[config.mk]
export PLATFORM = sky130hd
export DESIGN_NAME = clkDivider
export DESIGN_NICKNAME = d
export VERILOG_FILES = /design/src/logic/clkDivider.sv
export VERILOG_INCLUDE_DIRS = /design/src /design/src/logic
export SDC_FILE = /design/constraint.sdc
export NUM_CORES = 1
export LEC_CHECK = 0
export BUFFER_PORTS_ARGS = -buffer_cell sky130_fd_sc_hd__buf_4
export CORE_AREA = 2 2 39 41
export CTS_BUF_LIST = sky130_fd_sc_hd__clkbuf_8
export DETAILED_ROUTE_END_ITERATION = 10
export DIE_AREA = 0 0 41 43
export REMOVE_ABC_BUFFERS = 1
export SYNTH_ARGS = -nofsm -noshare
export SYNTH_HDL_FRONTEND = slang
export SYNTH_SLANG_ARGS = --single-unit
export TNS_END_PERCENT = 1
[constraint.sdc]
create_clock -name hwclk -period 2.9 [get_ports hwclk]
set_clock_uncertainty 0.1 [all_clocks]
set_input_delay 0.29 -clock hwclk [delete_from_list [all_inputs] [get_ports hwclk]]
set_output_delay 0.29 -clock hwclk [all_outputs]
set_load 0.01 [all_outputs]
[src/logic/board_settings.svh]
`ifndef BOARD_SETTINGS_SVH
`define BOARD_SETTINGS_SVH

// divider wraps after this count
// one tick per 51 hwclk cycles
`define TICK_TERMINAL 50

// sram depth in 32-bit words
`define SRAM_WORDS 256

// words per display frame, read from word 0 upward
`define FRAME_WORDS 8

`endif

[src/logic/clkDivider.sv]
`timescale 1ns/10ps
`include "board_settings.svh"

module clkDivider (
  input  logic hwclk,
  input  logic reset,
  output logic tick_o
);

  // position inside the current tick period
  logic [8:0] count;

  // tick is a clock enable, no derived clock
  always_ff @(posedge hwclk, negedge reset) begin
    if (!reset) begin
      count  <= '0;
      tick_o <= 1'b0;
    end else if (count == 9'(`TICK_TERMINAL)) begin
      // period end, wrap and pulse
      count  <= '0;
      tick_o <= 1'b1;
    end else begin
      count  <= count + 9'd1;
      // pulse lasts a single hwclk cycle
      tick_o <= 1'b0;
    end
  end

endmodule

# Yosys cells after proc, flatten, opt, wreduce, memory -nomap -nowiden
# Index checks and enable logic that the tools add are counted.
dict set report totals {
  output_inout_bits 1
  regBits 10
  in_bits 2
}
dict set report op_classes {
  mux 2
  eq_ne 1
  addsub 1
}
# op count
set op_table {}
lappend op_table {{$add 9x1->9 const B} 1}
lappend op_table {{$eq 9x6->1 const B} 1}
lappend op_table {{$mux 9} 1}
lappend op_table {{$mux 1} 1}

# Depth between registers and ports, before layout
dict set report depth {
  depth_word 2
  mapped_depth 5
}

# Worst setup path after synthesis
# OpenSTA, ideal clock, no wires.
dict set report synth_timing {
  path_kind {flip-flop to flip-flop}
  startpoint {reg count[2]}
  endpoint {reg count[5]}
  t_arrival_ns 1.102
  required_ns 2.671
  setup_slack_ns 1.569
  synth_period_minus_slack_ns 1.331
  stages_incl_launch_ff 5
  setup_time_ns 0.129
  path_buffers 1
  path_cell_list {dfrtp_1 nor4_1 nor4bb_1 buf_4 o221ai_2}
}
dict set report synth_via {
  elab_chain_cells 2
  word_cells_on_any_way 3
}
# item line
set synth_lines {}
lappend synth_lines {{start: declaration} clkDivider.sv:11} ;# logic [8:0] count;
lappend synth_lines {{start signal: assignment} clkDivider.sv:23} ;# count <= count + 9'd1;
lappend synth_lines {{$add 9x1->9 / $eq 9x6->1 (equally long branches)} {clkDivider.sv:23, clkDivider.sv:18}}
lappend synth_lines {{$mux 9 *} clkDivider.sv:18} ;# end else if (count == 9'(`TICK_TERMINAL)) begin
# Mark *: on every way between the ends. The rest lies on a longest branch, timed or not.

# Final worst setup path
# Same ends and word-level chain as after synthesis.

==> flow_summary.toml <==
[worst_setup_path]
r2r_slack_ps = 1480
end_kind = "flip-flop"
r2r-start = "count[2]"
critPathLaunchType = "flip-flop"
critical-path-max-stage-delay_ps = 420
crit_required_ps = 2910
cp-startpoint = "count[2]"
worstPathCellList = "nor4_1 > nor4bb_1 > buf_4 > o221ai_2"
reg2reg_depth = 4
critPathArrivalTime_ps = 1430
crit_type = "flip-flop to flip-flop"
slowest_stage = "dfrtp_1"
crit_family = "simple AND/OR/NAND/NOR gates"
cp.buffers_inverters = 1
critical_path_peak_fanout = 6
rr_endpoint = "count[5]"

[hold_path]
holdCritPathClass = "input pin to asynchronous set/reset pin"

[global_routing]
antenna_found_initial = 0
grt_usage_pct = 12.0
grt_pass1_wl_um = 1260
grt-ovfl-total = 0
grt_pass1_vias = 291
grt_max_degree = 11

[floorplan]
dieArea_um2 = 1760
dieWidth_um = 41
coreArea_um2 = 1380
dieHeight_um = 43
num_io_pins = 3
initial_core_util_pct = 31.9
row_count = 14

[run]
drv_cap = 0

[sta]
slew_viol_final = 0
setup_tns_ps = 0
slew_headroom_pct = 85.3
max_clock_freq_ghz = 0.704
rsz0062_at_grt = "false"
hold_ws_ps = 322
setup_violations = 0
layout_min_cycle_time_ps = 1420
min_period_over_period_pct = 49.0
tightest_slew_ps = 218
hold_viol = 0

[cells_and_area]
area_growth_pct = 19.5
fin_nets = 51
finish.utilization_pct = 38.2
drive_gt1_share_pct = 15.6
diodes = 0

[pwr]
power_mw = 0.286
p_leak_nw = 0.269
peakVddDrop_mv = 0.192
powerDensity_nw_per_um2 = 542

[yosys]
synth-compound-area-share_pct = 3.40
synth_xor_area_share_pct = 11.9
synth.ff_latch_count = 10
ys_seq_area_share_pct = 56.7
netlist_area_um2 = 442
synth_top_family_by_area = "simple AND/OR/NAND/NOR gates"
synthCells = 39
synthSimpleGateAreaFrac_pct = 18.1
synth.largest_area_cell = "dfrtp_1"
synth.avg_cell_area_um2 = 11.3
synth_top_area_share_pct = 56.7
synth-adder-area-share_pct = 5.67
netlist_top_cells_area = "dfrtp_1, xnor2_1, xor2_1"
yosysWarnings = 0
synthMuxAreaShare_pct = 0
yosysUniqueCellTypes = 15

[routing]
ant_nets = 0
wirelength_um = 759
drc = 0
wire_per_inst_um = 12.4
vias = 280
first_iter_violations = 2
vias_per_cell = 4.59
dr.pass1.iters = 2

[clock_tree]
htree_levels = 1
cts_tree = "built"
cts.clk_slew.worst_paths_ps = 50
cts-resized-gates = 0
clockBufferDepth = 2
cts.sinks = 10
ctsRootBufferMaster = "clkbuf_8"
cts_buffers = 3
clkLatencyLatePin_ps = 230

[place]
hpwl_um = 564
gp_routability_congestion = 0.686
io_buffers = 2

[status]
status = "completed"
-- sequential cells by signal (all words and copies together) (netlist names) --
register  cells
count         9
tick_o        1
-- kinds of logic after synthesis --
| kind of cell | Yosys count |
|---|---|
| and+or+nand+nor | 16 |
| DFF | 10 |
| xor gates and xnor gates | 6 |
| buffers and inverters | 4 |
| adders and majority gates | 2 |
| AOI/OAI and AO/OA | 1 |
-- repair_timing --
| item | CTS | global route |
|---|---|---|
| hold endpoints to repair | 10 | 0 |
| setup buffers | 0 | 0 |
| hold buffers | 1 | 0 |
-- cell usage in the layout, fill, tap and decap left out, drive strengths merged --
cell type | Yosys | final
buf | 1 | 3
clkbuf | 0 | 3
dfrtp | 10 | 10
dlygate4sd3 | 0 | 1
ha | 2 | 2
inv | 3 | 3
nand2 | 2 | 2
nand3 | 3 | 3
nand3b | 1 | 1
nand4 | 1 | 1
nor2 | 6 | 6
nor3 | 1 | 1
nor4 | 1 | 1
nor4bb | 1 | 1
o221ai | 1 | 1
xnor2 | 3 | 3
xor2 | 3 | 3
-- Yosys cell counts --
cell type and n:
nor3_1 1, inv_1 3, buf_4 1, nand4_1 1, nand2_1 2, nand3b_1 1
o221ai_2 1, nor4bb_1 1, xor2_1 3, xnor2_1 3, nor4_1 1, dfrtp_1 10
nor2_1 6, nand3_1 3, ha_1 2
-- per-stage QoR --
step / setup WS, ps / cells / instance area [um2]
2_1_floorplan: 1220 / 38 / 434
3_5_place_dp: 1460 / 57 / 477
4_1_cts: 1460 / 61 / 528
3_3_place_gp: 1510 / 57 / 477
5_1_grt: 1390 / 61 / 528
6_report: 1480 / 61 / 528
-- metal layers --
layer | up-vias | GRT usage, % | share of wire (%)
met1 | 131 | 13.0 | 43
met4 | 0 | 12.0 | 2.5
met5 | - | 0 | 0
li1 | 142 | - | -
met2 | 5 | 16.3 | 51
met3 | 2 | 4.71 | 2.8
-- worst max-delay path by stage --
stage | to | slack, ps | depth (start not counted)
after CTS | count[5] | 1460 | 4
after global placement | count[5] | 1510 | 4
after floorplan | count[5] | 1220 | 3
after global routing | count[5] | 1390 | 4
final | count[5] | 1480 | 4
after detailed placement | count[5] | 1460 | 4
-- cell type report --
class,count,area (um2)
Multi-Input combinational cell,25,173
Inverter,3,11.3
Timing Repair Buffer,4,32.5
Tap cell,16,20.0
Clock buffer,3,41.3
Fill cell,137,856
Sequential cell,10,250
-- power breakdown --
| part | switching, mW | internal [mW] | leakage (nW) | total [mW] |
|---|---|---|---|---|
| registers | 0 | 0.140 | 0.125 | 0.140 |
| logic | 0.00275 | 0.00179 | 0.122 | 0.00455 |
| clock network | 0.0509 | 0.0906 | 0.0216 | 0.141 |
(Power assumes the default switching activity.)
