==> src/logic/board_settings.svh <==
`ifndef BOARD_SETTINGS_SVH
`define BOARD_SETTINGS_SVH

// divider wraps after this count
// one tick per 51 hwclk cycles
`define TICK_TERMINAL 50

// sram depth in 32-bit words
`define SRAM_WORDS 256

// words per display frame, read from word 0 upward
`define FRAME_WORDS 8

`endif

==> src/logic/wb_pkg.sv <==
package wb_pkg;

  // bus payload and addressing shared by the engine and the sram

  // one full bus word
  // every transfer moves all four bytes, no byte selects
  typedef logic [31:0] wbWord_t;

  // byte address on the bus
  // word index starts at bit 2
  typedef logic [31:0] wbAddr_t;

  // bits 1:0 always zero for word access
  // sram only looks at the low index bits

endpackage

==> src/logic/disp_pkg.sv <==
package disp_pkg;

  // frame engine sequencing
  // IDLE also covers byte packing and button handling
  typedef enum logic [2:0] {
    IDLE,
    WRITE,
    READ,
    SHIFT,
    NEXT
  } engState_t;

  // count of bits already clocked out by the spi shifter
  // must be able to hold 32
  typedef logic [5:0] bitCount_t;

endpackage

==> src/logic/spiShifter.sv <==
`timescale 1ns/10ps

module spiShifter (
  input  logic            hwclk,
  input  logic            reset,
  input  logic            tick_i,
  input  logic            load_i,
  input  wb_pkg::wbWord_t word_i,
  output logic            chipSelect_o,
  output logic            sclk_o,
  output logic            bitData_o,
  output logic            done_o
);
  import wb_pkg::*;
  import disp_pkg::*;

  wbWord_t   shiftReg;
  bitCount_t bitCnt;
  // word held until chip select goes high again
  logic      armed;
  // high half of the serial clock
  logic      phase;
  // all 32 bits clocked out
  logic      lastBit;
  // falling sclk edge, next bit moves up
  logic      shiftNow;

  assign lastBit   = (bitCnt == bitCount_t'($bits(wbWord_t)));
  assign shiftNow  = tick_i && !chipSelect_o && !lastBit && phase;
  // done in the same tick where chip select rises
  assign done_o    = tick_i && !chipSelect_o && lastBit;
  assign sclk_o    = phase;
  // msb first, quiet line outside the window
  assign bitData_o = !chipSelect_o && shiftReg[$bits(wbWord_t)-1];

  always_ff @(posedge hwclk, negedge reset) begin
    if (!reset) begin
      armed        <= 1'b0;
      chipSelect_o <= 1'b1;
      phase        <= 1'b0;
      bitCnt       <= '0;
    end else if (load_i && !armed) begin
      // new word, window opens on the next tick
      armed  <= 1'b1;
      phase  <= 1'b0;
      bitCnt <= '0;
    end else if (tick_i && armed) begin
      if (chipSelect_o) begin
        chipSelect_o <= 1'b0;
      end else if (lastBit) begin
        // close the window
        chipSelect_o <= 1'b1;
        armed        <= 1'b0;
      end else if (!phase) begin
        phase <= 1'b1;
      end else begin
        phase  <= 1'b0;
        bitCnt <= bitCnt + 6'd1;
      end
    end
  end

  // payload shift register
  always_ff @(posedge hwclk) begin
    if (load_i && !armed) begin
      shiftReg <= word_i;
    end else if (shiftNow) begin
      shiftReg <= shiftReg << 1;
    end
  end

endmodule

==> config.mk <==
export PLATFORM = sky130hd
export DESIGN_NAME = spiShifter
export DESIGN_NICKNAME = d
export VERILOG_FILES = /design/src/logic/board_settings.svh /design/src/logic/wb_pkg.sv /design/src/logic/disp_pkg.sv /design/src/logic/spiShifter.sv
export SDC_FILE = /design/constraint.sdc
export NUM_CORES = 1
export LEC_CHECK = 0
export BUFFER_PORTS_ARGS = -buffer_cell sky130_fd_sc_hd__buf_2
export CAP_MARGIN = 20
export CORE_MARGIN = 5
export CORE_UTILIZATION = 57
export DETAILED_ROUTE_END_ITERATION = 8
export GPL_TIMING_DRIVEN = 0
export PLACE_DENSITY = 0.83
export SLEW_MARGIN = 20
export SYNTH_ARGS = -nofsm -noshare
export SYNTH_HDL_FRONTEND = slang
export SYNTH_SLANG_ARGS = --single-unit
==> constraint.sdc <==
create_clock -name hwclk -period 6.4 [get_ports hwclk]
set_clock_uncertainty 0.1 [all_clocks]
set_input_delay 0.32 -clock hwclk [delete_from_list [all_inputs] [get_ports hwclk]]
set_output_delay 0.32 -clock hwclk [all_outputs]
set_load 0.02 [all_outputs]
# After elaboration in Yosys (flattened, before gate mapping)

Index checks and enable logic that the tools add are counted.

Add/sub/neg operators: 1
Equal/unequal tests: 3
Mux-type cells: 18
Bitwise operators: 1
Reduce and logical (&&, ||, !) cells: 18

Operator list:

| kind                                                            | number |
|---|---|
| 32-bit two-way mux                                              | 2 |
| 6-bit two-way mux                                               | 5 |
| 1-bit two-way mux                                               | 11 |
| 2-bit nonzero test                                              | 4 |
| 1-bit logical AND                                               | 7 |
| 6-bit by 1-bit adder with 6-bit output, second input constant   | 1 |
| 6-bit == test, second input constant                            | 1 |
| 3-bit AND reduction                                             | 2 |
| 2-bit by 1-bit != test with 1-bit output, second input constant | 2 |
| 4-bit AND reduction                                             | 1 |
| 1-bit logical NOT                                               | 3 |
| 2-bit AND reduction                                             | 1 |
| 1-bit NOT                                                       | 1 |

Bits in registers: 41
Output and inout bits: 4
Word-level logic and storage cells: 46

# Depth between registers and ports, before layout

Depth after elaboration: 6
Mapped depth: 5

# Worst setup path before layout

OpenSTA, ideal clock, no wires.

Path kind: register to register
From: register bitCnt[0]
To: register shiftReg[0] (enable)
Library setup time: 0.466 ns
Data arrival time: 3.135 ns
Data required time: 5.834 ns
Setup slack: 2.700 ns
Stages on the path, launching flop included: 6
Buffers on the path: 0
Period minus slack after synthesis: 3.700 ns
Cells stage by stage: dfrtp_1 > inv_1 > ha_1 > nand4bb_4 > nor2_1 > o21ai_0

Word-level cells in the longest chain between the ends: 5

Ends and longest elaborated chain:

| item                           | line             | text |
|---|---|---|
| start, declared                | spiShifter.sv:18 | `bitCount_t bitCnt;` |
| start signal, assigned         | spiShifter.sv:58 | `bitCnt <= bitCnt + 6'd1;` |
| 6-bit == test                  | spiShifter.sv:28 | `assign lastBit = (bitCnt == bitCount_t'($bits(wbWord_t)));` |
| 1-bit logical NOT              | spiShifter.sv:29 | `assign shiftNow = tick_i && !chipSelect_o && !lastBit && phase;` |
| 1-bit logical AND (2 in a row) | spiShifter.sv:29 |  |
| 2-bit nonzero test (no line)   | n/a              |  |
| end signal, assigned           | spiShifter.sv:66 | `shiftReg <= word_i;` |
| end signal, assigned           | spiShifter.sv:68 | `shiftReg <= shiftReg << 1;` |
| end, declared                  | spiShifter.sv:17 | `wbWord_t shiftReg;` |

No other way between the ends.
A chain may end at the register's enable or synchronous reset.

# Final worst setup path

From: register bitCnt[0]
To: output port done_o

Word-level cells in the longest chain between the ends: 2

Ends and longest elaborated chain:

| item              | line             | text |
|---|---|---|
| 6-bit == test     | spiShifter.sv:28 |  |
| 1-bit logical AND | spiShifter.sv:31 | `assign done_o = tick_i && !chipSelect_o && lastBit;` |
| end, declared     | spiShifter.sv:12 | `output logic done_o` |

No other way between the ends.

==> results.py <==
metrics = {
    "outcome": {
        "result_of_the_run": "complete, no violations",
    },
    "yosys": {
        "yosys_warnings": 0,
        "ys_async_sr_fraction_pct": 21.95,
        "most_frequently_used_cell_type_in_the_post_synthesis_netlist": "sky130_fd_sc_hd__nand2_1",
        "synth_commonest_cells": "98 x sky130_fd_sc_hd__nand2_1, 32 x sky130_fd_sc_hd__edfxtp_1, 8 x sky130_fd_sc_hd__buf_2, 8 x sky130_fd_sc_hd__dfrtp_1",
        "synth_area_um2": 1892,
        "synth_area_per_cell_um2": 10.34,
        "synth.top_cell.area_share_pct": 50.79,
        "synth-seq-area-share_pct": 62.76,
        "synth_top_cells_by_area": "sky130_fd_sc_hd__edfxtp_1 51%, sky130_fd_sc_hd__nand2_1 19%, sky130_fd_sc_hd__dfrtp_1 11%",
        "synth_fp_nets": 221,
        "synth_ff_type": "sky130_fd_sc_hd__edfxtp_1",
        "synth.distinct_cells": 26,
        "synth_enable_flop_cells": 32,
        "yosys.area.top_type": "sky130_fd_sc_hd__edfxtp_1",
        "synth_seq_cells": 41,
        "syn-instance-count": 183,
    },
    "cells_and_area": {
        "fillCellCount": 255,
        "nets": 269,
        "drive_gt1_share_pct": 26.29,
        "flow.area_growth_from_synthesis_pct": 20.11,
        "diodes": 0,
    },
    "timing": {
        "slew_headroom_pct": 58.10,
        "final_layout_worst_hold_slack_ns": 0.1224,
        "tns_ns": 0,
        "finalSetupViolations": 0,
        "ratio_of_final_minimum_period_to_clock_period_pct": 35.05,
        "hold_violation_total_from_the_final_report": 0,
        "grt_setup_unrepaired": "no",
        "worst_slew_pin_slew_ns": 0.6261,
        "timing.final.crit_period_ns": 2.243,
        "fmaxAchievable_ghz": 0.4458,
        "drv_slew": 0,
    },
    "clock_tree": {
        "tritoncts_clock_tree": "yes",
        "cts-root-to-sink-buffers": 2,
        "clockRootBuffer": "sky130_fd_sc_hd__clkbuf_4",
        "clock_latency_ns": 0.34,
        "clock-sinks": 41,
        "cts_inserted_buffers": 5,
        "post-cts-setup-buffers": 0,
        "clkTransAtPathRegs_ns": 0.12,
        "cts-htree-levels": 2,
    },
    "critical_path": {
        "cpMaxStageDelayCell": "sky130_fd_sc_hd__dfrtp_1",
        "total_buffers_and_inverters_traversed_by_the_critical_path": 2,
        "critical_path.max_fanout": 5,
        "critical_path_arrival_ns": 1.82,
        "worst-endpoint-required_ns": 5.98,
        "crit-reg2reg-launch": "bitCnt[0]",
        "crit_path_max_incr_delay_ns": 0.45,
        "critical_path.endpoint_type": "output port",
        "critical_path.cell_chain": "inv_1 -> ha_1 -> nand4bb_4 -> nor3b_1 -> buf_2",
        "timing.critical_path.max_delay_family": "simple AND/OR/NAND/NOR gates",
        "critPathKind": "flop to output port",
        "timing.critical_path.from_type": "flop",
        "setup.worst_path.start": "bitCnt[0]",
    },
    "placement": {
        "place_hpwl_um": 2471,
        "place.gp.congestion": 0.7926,
        "place.port_buffers": 39,
    },
    "floorplan": {
        "floorplan.die_area_um2": 4571,
        "floorplan.die.height_um": 67.61,
        "die_x_um": 67.61,
        "std_cell_rows": 21,
        "floorplan.io_pins": 40,
        "initial_standard_cell_utilization_of_the_core_pct": 57.60,
        "core-area_um2": 3284,
    },
    "grt": {
        "wire_length_of_the_first_global_routing_pass_um": 5692,
        "global_route.overflow_total": 0,
        "grt_start_max_net_pins": 18,
        "gr-usage-all-layers_pct": 17.01,
        "number_of_antenna_violations_at_the_first_check_in_global_routing": 0,
        "via_count_of_the_first_global_routing_pass": 1317,
    },
    "run": {
        "max_cap_violations": 0,
    },
    "routing": {
        "average_routed_wire_per_standard_cell_um": 12.36,
        "drt_pre_antenna_iters": 4,
        "route.vias.total": 1406,
        "detailedRoute.firstIterationViolations": 71,
        "detail-route-antenna-nets": 0,
        "wl_um": 3436,
        "post-route-drc-count": 0,
        "post_drt_via_cell_ratio": 5.058,
    },
    "min_path": {
        "hp-start": "word_i[3]",
        "timing.hold.worst.class": "input port to flop",
    },
    "power": {
        "worst_ir_drop_vdd_mv": 0.1990,
        "leakage_nw": 1.052,
        "powerDensity_nw_per_um2": 325.0,
    },
}
## final timing paths
check / end / slack, ns / cells past startpoint
max in group asynchronous: chipSelect_o / 5.71 / 2
min: shiftReg[3] / 0.12 / 3
min reg2reg: shiftReg[5] / 0.43 / 2
min in group asynchronous: bitCnt[5] / 0.24 / 2
max reg2reg: shiftReg[29] / 4.26 / 6
max: done_o / 4.16 / 5
## final cells by class
class	count	area (µm²)	share of cell area (%)
Timing Repair Buffer	41	232.7	10.24
Multi-Input combinational cell	130	660.6	29.07
Clock inverter	3	41.29	1.817
Sequential cell	41	1187	52.26
Inverter	4	15.01	0.6608
Tap cell	46	57.56	2.533
Clock buffer	5	37.54	1.652
Buffer	8	40.04	1.762
## sequential cells by signal, indices dropped and copies added (netlist names)
| name | count |
|---|---|
| shiftReg | 32 |
| bitCnt | 6 |
| armed | 1 |
| chipSelect_o | 1 |
| sclk_o | 1 |
## per-stage QoR
stage | worst slack [ns] | power [mW] | cell area [µm²] | utilization [%] | instances
6_report | 4.157 | 0.7385 | 2272 | 69.18 | 278
3_5_place_dp | 4.258 | 0.5802 | 2183 | 66.48 | 269
4_1_cts | 4.155 | 0.7411 | 2272 | 69.18 | 278
2_1_floorplan | 2.700 | 0.5177 | 1892 | - | 183
5_1_grt | 3.995 | 0.7846 | 2272 | 69.18 | 278
3_3_place_gp | 1.615 | 0.5612 | 2145 | 65.30 | 268
## logic make-up (layout without fill, tap and decap cells)
family | count (synthesis) | after routing | synth area share, %
muxes | 3 | 3 | 1.852
and+or+nand+nor | 112 | 112 | 25.93
AOI/OAI and AO/OA | 13 | 13 | 5.225
DFF | 41 | 41 | 62.76
buffers and inverters | 12 | 61 | 2.910
adders and majority gates | 2 | 2 | 1.323
## cell usage in the layout (no fill, tap or decap), types with 2 or more instances in the layout
master	count
sky130_fd_sc_hd__nand3_1	2
sky130_fd_sc_hd__clkbuf_4	5
sky130_fd_sc_hd__o211ai_1	2
sky130_fd_sc_hd__and2b_1	2
sky130_fd_sc_hd__dfrtp_1	8
sky130_fd_sc_hd__inv_1	4
sky130_fd_sc_hd__buf_2	47
sky130_fd_sc_hd__o21ai_0	3
sky130_fd_sc_hd__mux2i_1	2
sky130_fd_sc_hd__edfxtp_1	32
sky130_fd_sc_hd__a21oi_1	2
sky130_fd_sc_hd__ha_1	2
sky130_fd_sc_hd__nor2_1	2
sky130_fd_sc_hd__or3_1	2
sky130_fd_sc_hd__nand2_1	98
sky130_fd_sc_hd__o41ai_1	2
## metal layers
layer  GRT usage (%)  routed length (µm)
met5               0                   0
met4           7.089                  51
met2           28.07                1681
met3           4.160                 232
met1           21.26                1471
## worst reg2reg max path, stage by stage, from the launching register on
cell,delay (ns)
sky130_fd_sc_hd__dfrtp_1,0.44
sky130_fd_sc_hd__inv_1,0.07
sky130_fd_sc_hd__ha_1,0.24
sky130_fd_sc_hd__nand4bb_4,0.14
sky130_fd_sc_hd__nor2_1,0.09
sky130_fd_sc_hd__o21ai_4,0.55
sky130_fd_sc_hd__buf_16,0.23
## power by group
group	switching, mW	internal [mW]
Combinational	0.0916	0.0726
Sequential	0.0371	0.372
Clock	0.0844	0.0809
Total	0.213	0.525
## timing repair
item / CTS / global route
resized for setup: 0 / 0
hold endpoints to repair: 9 / 0
setup endpoints to repair: 0 / 0
hold buffers: 1 / 0
Note: power is estimated with default switching activity, not from simulation.
