--- config.mk ---
export PLATFORM = sky130hd
export DESIGN_NAME = frameEngine
export DESIGN_NICKNAME = d
export VERILOG_FILES = /design/src/logic/wb_pkg.sv /design/src/logic/disp_pkg.sv /design/src/logic/frameEngine.sv
export VERILOG_INCLUDE_DIRS = /design/src /design/src/logic
export SDC_FILE = /design/constraint.sdc
export NUM_CORES = 1
export LEC_CHECK = 0
export ABC_AREA = 1
export BUFFER_PORTS_ARGS = -buffer_cell sky130_fd_sc_hd__buf_2
export CORE_ASPECT_RATIO = 1.5
export CORE_MARGIN = 4
export CORE_UTILIZATION = 49
export CTS_BUF_LIST = sky130_fd_sc_hd__clkbuf_4
export CTS_CLUSTER_SIZE = 40
export DETAILED_ROUTE_END_ITERATION = 8
export GPL_ROUTABILITY_DRIVEN = 0
export HOLD_SLACK_MARGIN = 0.05
export PLACE_DENSITY = 0.79
export SETUP_SLACK_MARGIN = 0.2
export SLEW_MARGIN = 20
export SYNTH_ARGS = -nofsm -noshare
export SYNTH_HDL_FRONTEND = slang
export SYNTH_SLANG_ARGS = --single-unit
--- constraint.sdc ---
create_clock -name hwclk -period 1.6 [get_ports hwclk]
set_clock_uncertainty 0.1 [all_clocks]
set_input_delay 0 -clock hwclk [delete_from_list [all_inputs] [get_ports hwclk]]
set_output_delay 0 -clock hwclk [all_outputs]
set_load 0.005 [all_outputs]
--- src/logic/board_settings.svh ---
`ifndef BOARD_SETTINGS_SVH
`define BOARD_SETTINGS_SVH

// divider wraps after this count
// one tick per 51 hwclk cycles
`define TICK_TERMINAL 50

// sram depth in 32-bit words
`define SRAM_WORDS 256

// words per display frame, read from word 0 upward
`define FRAME_WORDS 8

`endif

--- src/logic/wb_pkg.sv ---
package wb_pkg;

  // bus payload and addressing shared by the engine and the sram

  // one full bus word
  // every transfer moves all four bytes, no byte selects
  typedef logic [31:0] wbWord_t;

  // byte address on the bus
  // word index starts at bit 2
  typedef logic [31:0] wbAddr_t;

  // bits 1:0 always zero for word access
  // sram only looks at the low index bits

endpackage

--- src/logic/disp_pkg.sv ---
package disp_pkg;

  // frame engine sequencing
  // IDLE also covers byte packing and button handling
  typedef enum logic [2:0] {
    IDLE,
    WRITE,
    READ,
    SHIFT,
    NEXT
  } engState_t;

  // count of bits already clocked out by the spi shifter
  // must be able to hold 32
  typedef logic [5:0] bitCount_t;

endpackage

--- src/logic/frameEngine.sv ---
`timescale 1ns/10ps
`include "board_settings.svh"

module frameEngine (
  input  logic            hwclk,
  input  logic            reset,
  input  logic            tick_i,
  input  logic            start_i,
  input  logic            clear_i,
  input  logic            rxready_i,
  input  logic [7:0]      rxdata_i,
  input  logic            ack_i,
  input  wb_pkg::wbWord_t dat_i,
  output logic            cyc_o,
  output logic            stb_o,
  output logic            we_o,
  output wb_pkg::wbAddr_t adr_o,
  output wb_pkg::wbWord_t dat_o,
  output logic            load_o,
  output wb_pkg::wbWord_t word_o,
  input  logic            done_i,
  output logic            busy_o,
  output logic [7:0]      loadPtr_o
);
  import wb_pkg::*;
  import disp_pkg::*;

  // frame word index width
  localparam int FIDX_W = $clog2(`FRAME_WORDS);

  engState_t         state;
  // single byte holding slot
  logic              pending;
  logic [7:0]        pendByte;
  // partial word, big endian
  wbWord_t           packWord;
  logic [1:0]        byteCnt;
  // start button edge detect
  logic              startPrev;
  logic              startRise;
  logic [FIDX_W-1:0] wordIdx;
  logic              lastWord;
  logic              takeByte;

  assign startRise = start_i && !startPrev;
  assign lastWord  = (wordIdx == FIDX_W'(`FRAME_WORDS - 1));
  // drop bytes when the slot is full or a frame is running
  assign takeByte  = rxready_i && !pending && (state == IDLE) && !busy_o;

  always_ff @(posedge hwclk, negedge reset) begin
    if (!reset) begin
      state     <= IDLE;
      pending   <= 1'b0;
      pendByte  <= '0;
      packWord  <= '0;
      byteCnt   <= '0;
      startPrev <= 1'b0;
      wordIdx   <= '0;
      cyc_o     <= 1'b0;
      stb_o     <= 1'b0;
      we_o      <= 1'b0;
      adr_o     <= '0;
      dat_o     <= '0;
      load_o    <= 1'b0;
      word_o    <= '0;
      busy_o    <= 1'b0;
      loadPtr_o <= '0;
    end else begin
      // load is a one cycle strobe
      load_o <= 1'b0;
      if (tick_i) begin
        startPrev <= start_i;
        case (state)
          IDLE: begin
            if (clear_i) begin
              // restart loading at word 0
              loadPtr_o <= '0;
              byteCnt   <= '0;
              packWord  <= '0;
              pending   <= 1'b0;
            end else if (startRise) begin
              // frames always replay from word 0
              wordIdx <= '0;
              adr_o   <= '0;
              we_o    <= 1'b0;
              cyc_o   <= 1'b1;
              stb_o   <= 1'b1;
              busy_o  <= 1'b1;
              state   <= READ;
            end else if (pending) begin
              pending  <= 1'b0;
              packWord <= {packWord[23:0], pendByte};
              byteCnt  <= byteCnt + 2'd1;
              if (byteCnt == 2'd3) begin
                // fourth byte completes the word
                dat_o <= {packWord[23:0], pendByte};
                adr_o <= wbAddr_t'(loadPtr_o) << 2;
                we_o  <= 1'b1;
                cyc_o <= 1'b1;
                stb_o <= 1'b1;
                state <= WRITE;
              end
            end
          end
          WRITE: begin
            if (ack_i) begin
              cyc_o     <= 1'b0;
              stb_o     <= 1'b0;
              we_o      <= 1'b0;
              loadPtr_o <= loadPtr_o + 8'd1;
              state     <= IDLE;
            end
          end
          READ: begin
            if (ack_i) begin
              // hand the word straight to the shifter
              cyc_o  <= 1'b0;
              stb_o  <= 1'b0;
              word_o <= dat_i;
              load_o <= 1'b1;
              state  <= SHIFT;
            end
          end
          SHIFT: begin
            if (done_i) begin
              if (lastWord) begin
                busy_o <= 1'b0;
                state  <= IDLE;
              end else begin
                state <= NEXT;
              end
            end
          end
          NEXT: begin
            // next word address, new read cycle
            wordIdx <= wordIdx + 1'b1;
            adr_o   <= wbAddr_t'(wordIdx + 1'b1) << 2;
            cyc_o   <= 1'b1;
            stb_o   <= 1'b1;
            state   <= READ;
          end
          default: state <= IDLE;
        endcase
      end
      // uart capture runs every hwclk cycle
      if (takeByte) begin
        pending  <= 1'b1;
        pendByte <= rxdata_i;
      end
    end
  end

endmodule

Word-level counts from Yosys, hierarchy flattened:

Index checks and enable logic that the tools add are counted.

* bits in read-only memories: 0
* bits of input ports: 48
* memories: 0
* RAM bits: 0
* latch bits: 0
* output and inout port bits: 109
* flip-flop bits (word level): 150

* add/subtract/negate cells: 4
* muxes and demuxes: 48
* reductions and logical operators: 27
* multipliers: 0
* divide/modulo/power cells: 0
* shift-type cells: 0
* eq/ne operators: 18
* magnitude comparators: 0
* bitwise gates (word level): 2

Operators by type and width (number)
* 32-bit two-way mux: 4
* 24-bit two-way mux: 3
* 32-bit case mux with 2 select lines: 1
* 3-bit two-way mux: 10
* 6-bit AND reduction: 4
* 1-bit two-way mux: 19
* 8-bit two-way mux: 2
* 2-bit != test (second input constant): 8
* 8-bit case mux with 2 select lines: 1
* 3-bit case mux with 5 select lines: 1
* 4-bit AND reduction: 3
* 2-bit nonzero test: 6
* 8-bit by 1-bit adder with 8-bit output (second input constant): 1
* 7-bit AND reduction: 1
* 3-bit by 2-bit equality test with 1-bit output (second input constant): 2
* 3-bit equality test (second input constant): 2
* 2-bit two-way mux: 3
* 3-bit by 2-bit != test with 1-bit output (second input constant): 2
* 3-bit case mux with 2 select lines: 1
* 3-bit AND reduction: 2
* 5-bit AND reduction: 1
* 3-bit by 1-bit adder with 4-bit output (second input constant): 1
* 1-bit logical AND: 4
* 1-bit case mux with 2 select lines: 2
* 12 further kinds: 15

Logic depth before layout (Yosys ltp):

* depth after elaboration: 7
* depth in mapped cells: 9
* gate-level depth less buffers: 8

Worst setup path before layout:

Ideal clock, no wire load.

* kind: flip-flop to flip-flop
* from: reg state[1]
* to: reg dat_o[0]
* stages on the path, launching flop included: 9
* period minus slack after synthesis: 1.527 ns
* required time: 1.384 ns
* arrival time: 1.311 ns
* library setup time: 0.116 ns
* path buffers: 2
* setup slack: 0.073 ns
* path through: dfrtp_1 buf_6 nor2_4 nand2_1 nor2_4 nand2_2 buf_2 nand2_1 nand2_1

* cells in the longest elaborated chain, start to end: 2

Ends and longest elaborated chain
* start, declared: RTL line frameEngine.sv:31 `engState_t state;`
* start signal, assigned: RTL line frameEngine.sv:52 `state <= IDLE;`
* start signal, assigned: RTL line frameEngine.sv:89 `state <= READ;`
* start signal, assigned: RTL line frameEngine.sv:101 `state <= WRITE;`
* 3-bit logical NOT: RTL line frameEngine.sv:73 `case (state)`
* 6-bit AND reduction (no line)
* end signal, assigned: RTL line frameEngine.sv:96 `dat_o <= {packWord[23:0], pendByte};`
* end, declared: RTL line frameEngine.sv:18 `output wb_pkg::wbWord_t dat_o,`

No other way between the ends.
A chain may end at the register's enable or synchronous reset.

Final worst setup path:

* from: reg state[1]
* to: reg byteCnt[1]

* cells in the longest elaborated chain, start to end: 2

Ends and longest elaborated chain
* 3-bit logical NOT: RTL line frameEngine.sv:73
* 4-bit AND reduction (no line)
* end signal, assigned: RTL line frameEngine.sv:93 `byteCnt <= byteCnt + 2'd1;`
* end, declared: RTL line frameEngine.sv:37 `logic [1:0] byteCnt;`

No other way between the ends.

==> out/metrics.cfg <==
[layout]
layout_commonest_cell = nand2_1
drive_above_1_share = 0.322
syn2layout_area_growth_pct = 40.7
layout_common_cells = nand2_1 (229), buf_2 (131), dfrtp_1 (122), dlygate4sd3_1 (51), nand3_1 (46)
stdcell_count = 1017
diodes = 0
fin_nets = 910

[logic_synthesis]
synth_cell_type_count = 30
synth_seq_cells = 126
synth_warnings = 0
syn_avg_cell_area_um2 = 8.72
synth_area_mm2 = 0.00556
syn_inst = 637
seq_area_frac_synth = 0.568

[detailed_routing]
drt-total-wl_mm = 16.3
maxUsedRoutingLayer = met4
wl_met2_mm = 8.86
firstDrtPassIters = 6
vias = 5205
wl_met3_um = 972
wl_met1_mm = 5.71
wl_per_cell_um = 16.0
ant_nets = 0
avgViaCountPerCell = 5.12
drt_first_iter_violations = 254
drc = 0

[timing]
maxSlewHeadroom = 0.630
max_freq_mhz = 605
worstMarginPinSlew_ns = 0.554
rsz0062_at_grt = true
fin_crit_ns = 1.65
period_share = 1.03
final-setup-viol-count = 24
final_hold_viol_count = 0
drv_slew = 0
holdWs_ns = 0.103
fin_ws_ns = -0.0538

[placement]
port_buffers = 132
dp_hpwl_mm = 9.78
dp_cells = 914
place_ws_ns = -0.0253

[setup_path]
crit_required_ns = 1.98
crit_path_end_kind = flop
critPathArrivalTime_ns = 2.03
startpoint_type = flop
worstSetupPathType = flop to flop
worstPathMaxFanout = 6

[flow_run]
drv_cap = 0

[status]
violations = setup timing
status = complete, but fails checks

[power_and_ir_drop]
powerDensity_mw_per_mm2 = 1530
vdd.ir_drop.worst_mv = 1.07
leakagePower_nw = 4.24

[floorplanning]
die_x_um = 94.9
num_rows = 47
placeableCoreArea_mm2 = 0.0111
start_util = 0.502
die_h_um = 138
die_area_mm2 = 0.0131
ios = 157

[clock_network]
root_buffer = clkbuf_4
cts_tree = done
h-tree-depth = 4
clk_pin_slew_worst_paths_ns = 0.12
numCtsBuffers = 17
clk_path_buf_depth = 2
clk_latency_ns = 0.53
clock_sinks = 126

[global_routing]
antenna_found_initial = 0
grt_usage = 0.240
grt_overflow_total = 0
grt_pass1_wl_mm = 24.8
grt_pass1_vias = 5156
grt_max_degree = 89

[hold_path]
hold_class = input port to flop

==> synth_stat cells (all sizes together) <==
cell type,count,area [um2]
conb,1,3.75
nand3b,1,7.51
nor4,1,21.3
nand3,60,310
a21oi,8,40.0
dfrtp,126,3150
xor2,2,17.5
nand2,238,903
a21boi,1,7.51
buf,47,318
inv,51,191
nor2,24,118
o21ai,53,265
ha,4,50.1
o22ai,10,93.8
clkinv,1,3.75
nand4,5,31.3
clkbuf,3,12.5
o31ai,1,7.51
==> critical path, cell delays in order (launching register included) <==
cell and delay (ns):
dfrtp_2 0.47, inv_2 0.09, nand2_4 0.06, nor2_4 0.09
nand2_2 0.09, nor2_4 0.25, buf_6 0.19, buf_4 0.11
nand3_1 0.06, nand2_1 0.11
==> power breakdown <==
part | switching, mW | internal, mW | total (mW)
registers | 0.708 | 4.17 | 4.88
logic | 2.64 | 1.99 | 4.63
clock network | 1.15 | 1.28 | 2.43
total | 4.50 | 7.44 | 11.9
==> kinds of logic after synthesis <==
| logic type | share of synthesized area |
|---|---|
| other | 0.000675 |
| buffers and inverters | 0.0946 |
| XOR/XNOR | 0.00315 |
| flip-flops | 0.568 |
| adder cells (fa/ha/maj) | 0.00901 |
| AO/OA/AOI/OAI | 0.0746 |
| AND/OR/NAND/NOR | 0.250 |
==> sequential cells by signal, indices dropped and copies added (netlist names) <==
signal and cells:
pending 1, we_o 1, busy_o 1, wordIdx 3, loadPtr_o 8, stb_o 1
packWord 24, pendByte 8, word_o 32, load_o 1, startPrev 1, dat_o 32
state 3, byteCnt 2, adr_o 8
==> through the flow <==
step / utilization / power [mW] / area, um2 / TNS, ns
detailed placement: 0.583 / 8.29 / 6450 / -0.214
global placement: 0.583 / 8.10 / 6450 / 0
finish: 0.707 / 11.9 / 7810 / -0.373
CTS: 0.677 / 11.2 / 7480 / 0
floorplan: - / 6.84 / 5710 / 0
global route: 0.707 / 12.7 / 7810 / -3.60
==> layout make-up <==
type | instances | area [um2]
repair buffers | 224 | 1640
inverters | 52 | 201
fillers | 816 | 3240
flip-flops and latches | 126 | 3160
clock buffers | 20 | 150
multi-input cells | 437 | 2310
clock inverters | 11 | 168
well taps | 147 | 184
==> timing repair <==
| action | CTS | global route |
|---|---|---|
| hold endpoints to repair | 240 | 4 |
| endpoints found under the setup margin | 124 | 124 |
| pin swaps | 6 | 10 |
| setup buffers | 7 | 7 |
| hold buffers | 51 | 1 |
| resized for setup | 41 | 54 |
| cloned | 3 | 4 |
==> per-layer routing <==
metal,vias to the layer above,global-route usage
li1,2433,-
met1,2506,0.254
met2,216,0.439
met3,50,0.0495
met4,0,0.115
met5,-,0
==> path summary, 6_finish.rpt <==
check	depth (start not counted)	slack, ns	start	end
setup / recovery	9	-0.05	state[1]	byteCnt[1]
hold / removal	4	0.10	dat_i[5]	word_o[5]
setup reg to reg	9	-0.05	state[1]	byteCnt[1]
hold reg to reg	2	0.38	word_o[27]	word_o[27]
max in group asynchronous	4	0.41	reset	state[1]
min in group asynchronous	4	0.55	reset	adr_o[9]
Note: power is estimated with default switching activity, not from simulation.
